## config.mk

```make
export PLATFORM = sky130hd
export DESIGN_NAME = sync_unit
export DESIGN_NICKNAME = d
export VERILOG_FILES = /design/src/sync_pkg.sv /design/src/frame_if.sv /design/src/ref_edge_select.sv /design/src/frame_timer.sv /design/src/time_of_day.sv /design/src/pulse_stretch.sv /design/src/sync_unit.sv
export VERILOG_INCLUDE_DIRS = /design/src
export SDC_FILE = /design/constraint.sdc
export NUM_CORES = 1
export LEC_CHECK = 0
export ABC_AREA = 0
export BUFFER_PORTS_ARGS = -buffer_cell sky130_fd_sc_hd__buf_4
export CAP_MARGIN = 10
export CORE_ASPECT_RATIO = 1.2
export CORE_UTILIZATION = 51
export CTS_BUF_LIST = sky130_fd_sc_hd__clkbuf_8
export DETAILED_ROUTE_END_ITERATION = 10
export MAX_ROUTING_LAYER = met4
export PLACE_DENSITY_LB_ADDON = 0.3
export REMOVE_ABC_BUFFERS = 1
export SLEW_MARGIN = 30
export SYNTH_ARGS = -nofsm -noshare
export SYNTH_HDL_FRONTEND = slang
export SYNTH_SLANG_ARGS = --single-unit
```

## constraint.sdc

```tcl
create_clock -name clk -period 2.3 [get_ports clk]
set_input_delay 0.115 -clock clk [delete_from_list [all_inputs] [get_ports clk]]
set_output_delay 0.115 -clock clk [all_outputs]
set_load 0.02 [all_outputs]
```

## src/sync_defines.svh

```systemverilog
// sync unit timing constants
`ifndef SYNC_DEFINES_SVH
`define SYNC_DEFINES_SVH

// ----------------------------------------------------------------------
// time base
// ----------------------------------------------------------------------

// clk cycles in one sync bit
`define SYNC_BIT_CYC     5

// sync bits in one frame
`define SYNC_FRAME_BITS  10

// frames in one second, so a second is 5 * 10 * 4 = 200 clk
`define SYNC_FRAMES      4

// ----------------------------------------------------------------------
// strobe and pulse lengths
// ----------------------------------------------------------------------

`define SYNC_ST_S        2     // sync strobe bits, ordinary frame
`define SYNC_ST_0S       5     // sync strobe bits, last frame of second
`define SYNC_PULSE_CYC   30    // stretched 1s / 1m output length

// counter widths
`define SYNC_BIT_W       3     // holds 0..SYNC_BIT_CYC-1
`define SYNC_FRAME_W     4     // holds 0..SYNC_FRAME_BITS-1
`define SYNC_NFR_W       8     // frame index, also o_n_sync

`endif

```

## src/sync_pkg.sv

```systemverilog
// sync unit types

package sync_pkg;

   // ----------------------------------------------------------------------
   // reference source, code 2'b11 behaves as free running
   // ----------------------------------------------------------------------
   typedef enum logic [1:0] {
      SRC_FREE = 2'b00,   // own counters only
      SRC_PPS  = 2'b01,   // gps pps input
      SRC_EXT  = 2'b10    // external one second input
   } sync_src_e;

   // ----------------------------------------------------------------------
   // time word as seen by the host
   // ----------------------------------------------------------------------
   // host writes use hours, minutes and seconds
   // overday and low are status fields
   typedef struct packed {
      logic        overday;   // set when hours roll past 23
      logic [4:0]  hours;     // 0..23
      logic [5:0]  minutes;   // 0..59
      logic [5:0]  seconds;   // 0..59
      logic [13:0] low;       // current frame index, zero extended
   } tod_t;

endpackage

```

## src/frame_if.sv

```systemverilog
// frame position bus
`timescale 1ns/1ps
`include "sync_defines.svh"

interface frame_if;

   logic                      bit_tick;    // last clk of a sync bit
   logic [`SYNC_NFR_W-1:0]    frame_idx;   // frame within second
   logic [`SYNC_FRAME_W-1:0]  bit_idx;     // bit within frame
   logic                      sec_wrap;    // internal second wraps

   // frame timer owns the bus
   modport timer (
      output bit_tick,
      output frame_idx,
      output bit_idx,
      output sec_wrap
   );

   // time of day only needs frame index and wrap
   modport tod (
      input frame_idx,
      input sec_wrap
   );

   // monitors see everything
   modport mon (
      input bit_tick,
      input frame_idx,
      input bit_idx,
      input sec_wrap
   );

endinterface

```

## src/ref_edge_select.sv

```systemverilog
// reference edge detect and select
`timescale 1ns/1ps

module ref_edge_select import sync_pkg::*; (
   input  logic      i_clk,
   input  logic      host_clk,         // async reset, active high
   input  logic      i_pps,
   input  logic      i_ext_1s,
   input  logic      i_ext_1m,
   input  logic      i_sync_iedge,     // 1 selects falling edges
   input  sync_src_e i_src,
   input  logic      i_load_pend,      // host word waiting in time_of_day
   input  logic      i_mode_set_time,  // 1 waits for the minute edge
   output logic      o_restart,
   output logic      o_minute
);

   // ----------------------------------------------------------------------
   // bit order in all vectors is {ext_1m, ext_1s, pps}
   // ----------------------------------------------------------------------
   logic [2:0] pin;
   logic [2:0] meta_q;     // first synchronizer stage
   logic [2:0] sync_q;     // second synchronizer stage
   logic [2:0] prev_q;     // last value, for edge compare
   logic [2:0] rise_q;
   logic [2:0] fall_q;
   logic [2:0] edge_sel;

   assign pin = {i_ext_1m, i_ext_1s, i_pps};

   // two flops, then a registered edge strobe
   // pin edge to strobe is 3 clk
   always_ff @(posedge i_clk or posedge host_clk) begin
      if (host_clk) begin
         meta_q <= '0;
         sync_q <= '0;
         prev_q <= '0;
         rise_q <= '0;
         fall_q <= '0;
      end else begin
         meta_q <= pin;
         sync_q <= meta_q;
         prev_q <= sync_q;
         rise_q <= sync_q & ~prev_q;
         fall_q <= ~sync_q & prev_q;
      end
   end

   assign edge_sel = i_sync_iedge ? fall_q : rise_q;   // polarity select

   // minute strobe stays high for immediate loads
   assign o_minute = i_mode_set_time ? edge_sel[2] : 1'b1;

   // ----------------------------------------------------------------------
   // restart source
   // ----------------------------------------------------------------------
   always_comb begin
      case (i_src)
         SRC_PPS: o_restart = edge_sel[0];
         SRC_EXT: o_restart = edge_sel[1];
         // free running, realign on the cycle the host word is taken
         default: o_restart = i_load_pend & o_minute;
      endcase
   end

endmodule

```

## src/frame_timer.sv

```systemverilog
// bit, frame and second counters
`timescale 1ns/1ps
`include "sync_defines.svh"

module frame_timer import sync_pkg::*; (
   input  logic       clk,
   input  logic       host_clk,      // async reset, active high
   input  logic       i_restart,     // realign to bit 0 of frame 0
   input  sync_src_e  i_src,
   input  logic       i_wr_en,       // host write clears error count
   frame_if.timer     fb,
   output logic       o_sync,        // frame sync strobe
   output logic       o_sync_win,    // once per second window
   output logic       o_sec_carry,
   output logic [7:0] o_err_cnt
);

   logic [`SYNC_BIT_W-1:0]   bit_div;     // clk within bit
   logic [`SYNC_FRAME_W-1:0] bit_cnt;     // bit within frame
   logic [`SYNC_NFR_W-1:0]   frame_cnt;   // frame within second
   logic                     frame_end;
   logic                     last_frame;
   logic                     ref_mode;    // pps or external reference
   logic                     on_edge;     // first or last bit of second
   logic                     rst_d1;
   logic                     rst_d2;

   assign fb.bit_tick  = (bit_div == `SYNC_BIT_CYC - 1);
   assign frame_end    = fb.bit_tick && (bit_cnt == `SYNC_FRAME_BITS - 1);
   assign last_frame   = (frame_cnt == `SYNC_FRAMES - 1);
   assign fb.sec_wrap  = frame_end && last_frame;
   assign fb.bit_idx   = bit_cnt;
   assign fb.frame_idx = frame_cnt;

   assign ref_mode = (i_src == SRC_PPS) || (i_src == SRC_EXT);
   assign on_edge  = ((frame_cnt == 0) && (bit_cnt == 0)) ||
                     (last_frame && (bit_cnt == `SYNC_FRAME_BITS - 1));

   // ----------------------------------------------------------------------
   // counters, restart wins over counting
   // ----------------------------------------------------------------------
   always_ff @(posedge clk or posedge host_clk) begin
      if (host_clk) begin
         bit_div   <= '0;
         bit_cnt   <= '0;
         frame_cnt <= '0;
      end else if (i_restart) begin
         bit_div   <= '0;
         bit_cnt   <= '0;
         frame_cnt <= '0;
      end else if (fb.bit_tick) begin
         bit_div <= '0;
         if (frame_end) begin
            bit_cnt   <= '0;
            frame_cnt <= last_frame ? '0 : frame_cnt + 1'b1;   // second wraps
         end else begin
            bit_cnt <= bit_cnt + 1'b1;
         end
      end else begin
         bit_div <= bit_div + 1'b1;
      end
   end

   // ----------------------------------------------------------------------
   // strobes, restart delay and error count
   // ----------------------------------------------------------------------
   always_ff @(posedge clk or posedge host_clk) begin
      if (host_clk) begin
         o_sync     <= 1'b0;
         o_sync_win <= 1'b0;
         rst_d1     <= 1'b0;
         rst_d2     <= 1'b0;
         o_err_cnt  <= '0;
      end else begin
         // long strobe marks the last frame of the second
         o_sync <= last_frame ? (bit_cnt < `SYNC_ST_0S) : (bit_cnt < `SYNC_ST_S);
         o_sync_win <= (frame_cnt == 0) && (bit_cnt == 0) && (bit_div == 0);
         rst_d1 <= i_restart;
         rst_d2 <= rst_d1;
         if (i_wr_en)
            o_err_cnt <= '0;
         else if (i_restart && ref_mode && !on_edge)
            o_err_cnt <= o_err_cnt + 1'b1;   // reference off position, wraps at 256
      end
   end

   // reference modes take the second from the reference edge
   assign o_sec_carry = ref_mode ? rst_d2 : fb.sec_wrap;

endmodule

```

## src/time_of_day.sv

```systemverilog
// time of day counter with host load
`timescale 1ns/1ps
`include "sync_defines.svh"

module time_of_day import sync_pkg::*; (
   input  logic  clk,
   input  logic  host_clk,      // async reset, active high
   input  logic  i_wr_en,       // one clk host write strobe
   input  tod_t  i_wr_data,
   input  logic  i_minute,      // load enable, high in immediate mode
   input  logic  i_sec_carry,
   frame_if.tod  fb,
   output logic  o_load_pend,
   output tod_t  o_time,
   output logic  o_min_carry
);

   // latched host word
   logic [4:0]  wr_hours;
   logic [5:0]  wr_minutes;
   logic [5:0]  wr_seconds;

   // running time
   logic        overday;
   logic [4:0]  hours;
   logic [5:0]  minutes;
   logic [5:0]  seconds;
   logic [13:0] low_q;

   logic        load;        // take the latched word this clk
   logic        sec_last;
   logic        min_last;
   logic        hour_last;

   // ----------------------------------------------------------------------
   // host latch, a later write overwrites a pending one
   // ----------------------------------------------------------------------
   always_ff @(posedge clk) begin
      if (i_wr_en) begin
         wr_hours   <= i_wr_data.hours;
         wr_minutes <= i_wr_data.minutes;
         wr_seconds <= i_wr_data.seconds;
      end
   end

   always_ff @(posedge clk or posedge host_clk) begin
      if (host_clk)
         o_load_pend <= 1'b0;
      else if (i_wr_en)
         o_load_pend <= 1'b1;
      else if (load)
         o_load_pend <= 1'b0;   // taken
   end

   assign load      = o_load_pend & i_minute;
   assign sec_last  = (seconds == 6'd59);
   assign min_last  = (minutes == 6'd59);
   assign hour_last = (hours == 5'd23);

   // ----------------------------------------------------------------------
   // seconds, minutes, hours
   // ----------------------------------------------------------------------
   always_ff @(posedge clk or posedge host_clk) begin
      if (host_clk) begin
         overday     <= 1'b0;
         hours       <= '0;
         minutes     <= '0;
         seconds     <= '0;
         o_min_carry <= 1'b0;
      end else if (load) begin
         overday     <= 1'b0;   // fresh day from host
         hours       <= wr_hours;
         minutes     <= wr_minutes;
         seconds     <= wr_seconds;
         o_min_carry <= 1'b0;
      end else begin
         o_min_carry <= i_sec_carry & sec_last;
         if (i_sec_carry) begin
            if (!sec_last) begin
               seconds <= seconds + 1'b1;
            end else begin
               seconds <= '0;
               if (!min_last) begin
                  minutes <= minutes + 1'b1;
               end else begin
                  minutes <= '0;
                  if (hour_last) begin
                     hours   <= '0;
                     overday <= 1'b1;   // sticky until next load
                  end else begin
                     hours <= hours + 1'b1;
                  end
               end
            end
         end
      end
   end

   // low field follows frame index, steps to 0 together with the second
   always_ff @(posedge clk or posedge host_clk) begin
      if (host_clk)
         low_q <= '0;
      else if (load || fb.sec_wrap)
         low_q <= '0;
      else
         low_q <= {{(14 - `SYNC_NFR_W){1'b0}}, fb.frame_idx};
   end

   always_comb begin
      o_time.overday = overday;
      o_time.hours   = hours;
      o_time.minutes = minutes;
      o_time.seconds = seconds;
      o_time.low     = low_q;
   end

endmodule

```

## src/pulse_stretch.sv

```systemverilog
// carry to fixed length pulse
`timescale 1ns/1ps

module pulse_stretch #(
   parameter int PULSE_CYC = 30           // extra clk after the trigger clk
) (
   input  logic clk,
   input  logic host_clk,                 // async reset, active high
   input  logic i_trig,                   // one clk carry
   input  logic i_oedge,                  // idle level of o_pulse
   output logic o_pulse
);

   localparam int CNT_W = $clog2(PULSE_CYC + 1);

   logic [CNT_W-1:0] cnt;                 // clk left in pulse
   logic             active;

   // active for PULSE_CYC+1 clk, a new trigger restarts the count
   always_ff @(posedge clk or posedge host_clk) begin
      if (host_clk) begin
         cnt    <= '0;
         active <= 1'b0;
      end else if (i_trig) begin
         cnt    <= CNT_W'(PULSE_CYC);
         active <= 1'b1;
      end else if (cnt != 0) begin
         cnt <= cnt - 1'b1;
      end else begin
         active <= 1'b0;
      end
   end

   assign o_pulse = active ^ i_oedge;     // polarity select

endmodule

```

## src/sync_unit.sv

```systemverilog
// time sync unit top
`timescale 1ns/1ps
`include "sync_defines.svh"

module sync_unit import sync_pkg::*; (
   input  logic                   clk,
   input  logic                   host_clk,          // async reset, active high
   input  logic                   i_pps,
   input  logic                   i_ext_1s,
   input  logic                   i_ext_1m,
   input  logic                   i_sync_iedge,      // 1 = falling input edges
   input  logic                   i_sync_oedge,      // idle level of 1s/1m outputs
   input  logic                   i_mode_set_time,   // 1 = load on minute edge
   input  logic [1:0]             i_type_of_sync,    // sync_src_e code
   input  logic                   i_wr_en,
   input  logic [31:0]            i_wr_data,
   output logic [31:0]            o_time,
   output logic [`SYNC_NFR_W-1:0] o_n_sync,
   output logic [7:0]             o_err_cnt,
   output logic                   o_sync,
   output logic                   o_sync_win,
   output logic                   o_out_1s,
   output logic                   o_out_1m
);

   logic restart;     // realign frame counters
   logic minute;      // host load enable
   logic load_pend;
   logic sec_carry;
   logic min_carry;

   frame_if fbus ();

   // ----------------------------------------------------------------------
   // reference path
   // ----------------------------------------------------------------------
   ref_edge_select u_ref (
      .i_clk(clk), .host_clk(host_clk),
      .i_pps(i_pps), .i_ext_1s(i_ext_1s), .i_ext_1m(i_ext_1m),
      .i_sync_iedge(i_sync_iedge), .i_src(sync_src_e'(i_type_of_sync)),
      .i_load_pend(load_pend), .i_mode_set_time(i_mode_set_time),
      .o_restart(restart), .o_minute(minute)
   );

   frame_timer u_timer (
      .clk(clk), .host_clk(host_clk), .i_restart(restart),
      .i_src(sync_src_e'(i_type_of_sync)), .i_wr_en(i_wr_en), .fb(fbus.timer),
      .o_sync(o_sync), .o_sync_win(o_sync_win), .o_sec_carry(sec_carry),
      .o_err_cnt(o_err_cnt)
   );

   time_of_day u_tod (
      .clk(clk), .host_clk(host_clk), .i_wr_en(i_wr_en), .i_wr_data(i_wr_data),
      .i_minute(minute), .i_sec_carry(sec_carry), .fb(fbus.tod),
      .o_load_pend(load_pend), .o_time(o_time), .o_min_carry(min_carry)
   );

   // ----------------------------------------------------------------------
   // stretched outputs
   // ----------------------------------------------------------------------
   pulse_stretch #(.PULSE_CYC(`SYNC_PULSE_CYC)) u_out_1s (
      .clk(clk), .host_clk(host_clk), .i_trig(sec_carry),
      .i_oedge(i_sync_oedge), .o_pulse(o_out_1s)
   );

   pulse_stretch #(.PULSE_CYC(`SYNC_PULSE_CYC)) u_out_1m (
      .clk(clk), .host_clk(host_clk), .i_trig(min_carry),
      .i_oedge(i_sync_oedge), .o_pulse(o_out_1m)
   );

   assign o_n_sync = fbus.frame_idx;   // frame number within second

endmodule

```

==> parameters.txt <==
Parameter                              Value

Status
  Run status ... finished with violations
  Violations in the final reports ... setup timing

Critical path
  Crit-path cells ... or4_4, nor4_4, buf_4, nor2_4, or4_4, a31oi_4
  Register-to-Register Path Depth ... 6
  Endpoint arrival time on the critical path ... roughly 2.6 ns
  Setup slack of the most critical reg-to-reg path ... -0.007 ns
  R2R Path Start ... u_timer.fb.frame_idx[7]$_DFFE_PP0P_
  Worst setup EP type ... flop
  Most frequent cell on the critical path ... or4_4
  Worst-path cell with the longest stage delay ... or4_4
  Critical path type ... reg -> reg
  Crit path launch type ... flop
  Critical path peak fanout ... 7
  Worst flop-to-flop path endpoint ... u_tod.hours[0]$_DFFE_PP0P_
  Slowest cell delay on critical path ... 0.56 ns
  Data required time of the critical path ... ~2.6 ns

Route
  Post-detailed-route via-to-cell ratio ... 5.43
  DR iter-0 viols ... a little over 200
  Average wire length per cell after detail routing ... 15.0 um
  TritonRoute pass-1 iters ... 5
  WL final ... 9960 um
  DRC violation count after routing ... 0
  Vias post-DR ... about 3600
  Number of nets with antenna violations after detailed routing ... 0

Global routing
  Total congestion overflow ... 0
  Wire length of the first global-routing pass ... between 15000 and 20000 um
  Number of antenna violations at the first check in global routing ... 0
  Total track usage ... 0.235
  Via count of the first global-routing pass ... 3532
  Pin count of the biggest net entering global routing ... 48

Layout
  Post-synthesis to final-layout area growth ... 30.1%
  Number of non-filler instances in the completed layout ... between 600 and 700
  Post-layout instance area ... approximately 0.006 mm2
  Fraction of final layout cells with drive strength greater than 1 ... 0.259
  Number of antenna cells inserted ... 0
  Final net count ... about 600
  Utilization after layout ... 0.680

Synthesis
  Flip-flop cell with the highest count after synthesis ... dfrtp_1
  Post-Syn Instances ... 420
  Sequential area share after synthesis ... 0.572
  Share of the synthesized area in the top cell type ... 0.458
  Post-synthesis cell type with the largest combined area ... dfrtp_1
  EDFF count, synth ... 17
  Synth top cells by count ... 82 x dfrtp_1, 58 x nor2_1, 26 x nand2_1
  Leading post-synthesis cells by cell area ... dfrtp_1 46%, edfxtp_1 11%, nor2_1 4.9%, ha_1 4.5%, a21oi_1 2.5%
  Number of warnings issued by yosys ... 0
  Number of unique standard cell types used by synthesis ... a little over 50
  Library cell with the highest instance count after synthesis ... dfrtp_1
  Average footprint of a synthesized cell ... around 11 um2
  Number of synthesized register bits ... 99
  Cell area after synthesis ... ~0.0045 mm2
  Async set-or-reset flop fraction in the synthesized netlist ... 0.828

Die
  Chip Height ... 105 um
  Count of pins on the block boundary ... 95
  Starting density of the core ... 0.523
  Core Footprint ... 0.00856 mm2
  Standard-cell rows ... 37
  Horizontal die dimension ... slightly below 90 um
  Full die area ... between 0.009 and 0.01 mm2

Place
  Count of input and output buffers ... 73
  Post-DP HPWL ... approximately 6600 um
  Instance area at placement ... between 0.005 and 0.006 mm2
  Gp weighted congestion ... between 0.8 and 0.9
  Number of cells in the design after placement ... between 600 and 700

Timing
  Setup tns final ... -0.00712 ns
  Final critical-path share of the clock period ... 1.00
  Slew @ Worst Pin ... between 0.6 and 0.7 ns
  Setup Viol. Count Final ... 1
  Unrepaired setup endpoints after global routing ... yes
  Slack of the critical path ... -0.00712 ns
  Final number of max-transition violations ... 0
  Post-Route Skew ... slightly below 0.01 ns
  Final Hold Violating Endpoints ... 0
  Min Clock Period, post-route ... between 2 and 2.5 ns
  Remaining max-slew budget at the tightest pin ... 0.553
  Highest attainable clock frequency ... between 400 and 500 MHz

Pwr
  Logic gate share of total power ... 0.251
  Portion of total power attributed to the clock network ... 0.265
  Sw Pwr ... ~1.4 mW
  Static power due to leakage ... between 2 and 3 nW
  Net Sw Frac ... 0.308
  Seq pwr share ... 0.485
  Total power density per cell area ... a little under 800 mW/mm2
  Internal power component ... roughly 3.2 mW
  Peak ir drop on the vdd network ... 0.000390 V

Min path
  Number of instances on the worst hold path ... 2
  Worst hold path type ... in -> reg
  End point of the most critical hold path ... u_timer.o_err_cnt[1]$_DFFE_PP0P_
  HP Start ... i_wr_en

CTS
  Bufs on Longest Clock Path ... 2
  Clock H-tree levels ... 3
  TritonCTS clock tree ... yes
  Sink count of the clock tree ... approximately 100
  Clock-pin slew reported for the worst setup and hold paths after clock tree synthesis ... approximately 0.09 ns
  Clock root cell ... clkbuf_8
  Clock insertion delay at the later pin of the skew report ... 0.37 ns
  CTS Buf Count ... 9

Run
  Max-capacitance violation count ... 0
==> per-stage QoR <==
step / power, mW / hold slack [ns] / setup slack [ns]
6_report: 4.61 / 0.154 / -0.00712
5_1_grt: 4.86 / 0.161 / -0.0912
4_1_cts: 4.60 / 0.140 / 0.00728
3_5_place_dp: 3.35 / 0.226 / -0.0285
3_3_place_gp: 3.28 / 0.225 / 0.00311
2_1_floorplan: 2.93 / 0.146 / -0.237
==> cell usage in the layout (no fill, tap or decap), types with 11 or more instances in the layout <==
cell type	Yosys	final
buf_4	7	103
dfrtp_1	82	82
nor2_1	58	58
nand2_1	26	26
a21oi_1	22	22
dlygate4sd3_1	0	22
inv_1	18	17
edfxtp_1	17	17
o21ai_0	17	16
ha_1	16	15
a31oi_1	15	14
nand3_1	12	12
nor2b_1	11	11
and2_1	11	11
==> timing repair <==
action,4_1_cts,5_1_grt
gates cloned,0,2
resized for setup,3,7
hold buffers,22,0
setup buffers,1,8
pin swaps,2,12
endpoints found under the hold margin,56,0
endpoints found under the setup margin,5,10
==> power groups by stage <==
stage,combinational [mW],clock (mW),sequential [mW]
after CTS,1.14,1.24,2.22
after global routing,1.28,1.31,2.26
final,1.15,1.22,2.23
after global placement,1.04,0,2.24
after floorplan,0.648,0,2.28
after detailed placement,1.10,0,2.26
==> logic make-up after synthesis <==
kind of cell | count (synthesis) | share of synthesized area
buffers and inverters | 38 | 0.0397
multiplexers | 8 | 0.0184
flip-flops | 99 | 0.572
other | 1 | 0.000837
AND/OR/NAND/NOR | 175 | 0.204
adder cells (fa/ha/maj) | 16 | 0.0447
XOR/XNOR | 12 | 0.0235
AO/OA/AOI/OAI | 71 | 0.0967
==> critical path, delay by kind of cell, from the launching register on <==
| kind | cells | cell delay [ns] |
|---|---|---|
| simple gates | 4 | 1.49 |
| flops | 1 | 0.40 |
| buf+inv | 1 | 0.18 |
| compound gates | 1 | 0.16 |
==> state kept, by name, summed over array words and instances, names as in the netlist, 4 cells and up <==
signal,cells
u_out_1m.cnt,5
u_out_1s.cnt,5
u_timer.fb.bit_idx,4
u_timer.fb.frame_idx,8
u_timer.o_err_cnt,8
u_tod.hours,5
u_tod.low_q,8
u_tod.minutes,6
u_tod.seconds,6
u_tod.wr_hours,5
u_tod.wr_minutes,6
u_tod.wr_seconds,6
==> layer usage <==
metal  track usage  part of all wire
met5             -                 0
met4         0.122             0.022
met3        0.0379             0.038
met1         0.273              0.41
met2         0.387              0.53
==> worst max-delay path by stage <==
stage	from	end	slack (ns)	depth (start not counted)
2_1_floorplan	u_timer.fb.frame_idx[1]$_DFFE_PP0P_	u_tod.minutes[5]$_DFFE_PP0P_	-0.24	6
3_3_place_gp	u_timer.fb.frame_idx[0]$_DFFE_PP0P_	u_tod.minutes[5]$_DFFE_PP0P_	0.003	7
3_5_place_dp	u_timer.fb.frame_idx[0]$_DFFE_PP0P_	u_tod.minutes[5]$_DFFE_PP0P_	-0.03	7
4_1_cts	u_timer.fb.frame_idx[3]$_DFFE_PP0P_	u_tod.minutes[5]$_DFFE_PP0P_	0.007	6
5_1_grt	u_timer.fb.bit_idx[1]$_DFFE_PP0P_	u_tod.hours[0]$_DFFE_PP0P_	-0.09	9
6_report	u_timer.fb.frame_idx[7]$_DFFE_PP0P_	u_tod.hours[0]$_DFFE_PP0P_	-0.007	6
==> area by class of cell <==
cell class	count	area, um2
Tap cell	117	146
Timing Repair Buffer	127	1020
Clock buffer	10	138
Clock inverter	6	80.1
Sequential cell	99	2560
Fill cell	649	2740
Multi-Input combinational cell	289	1810
Inverter	18	68.8
(Power assumes the default switching activity.)
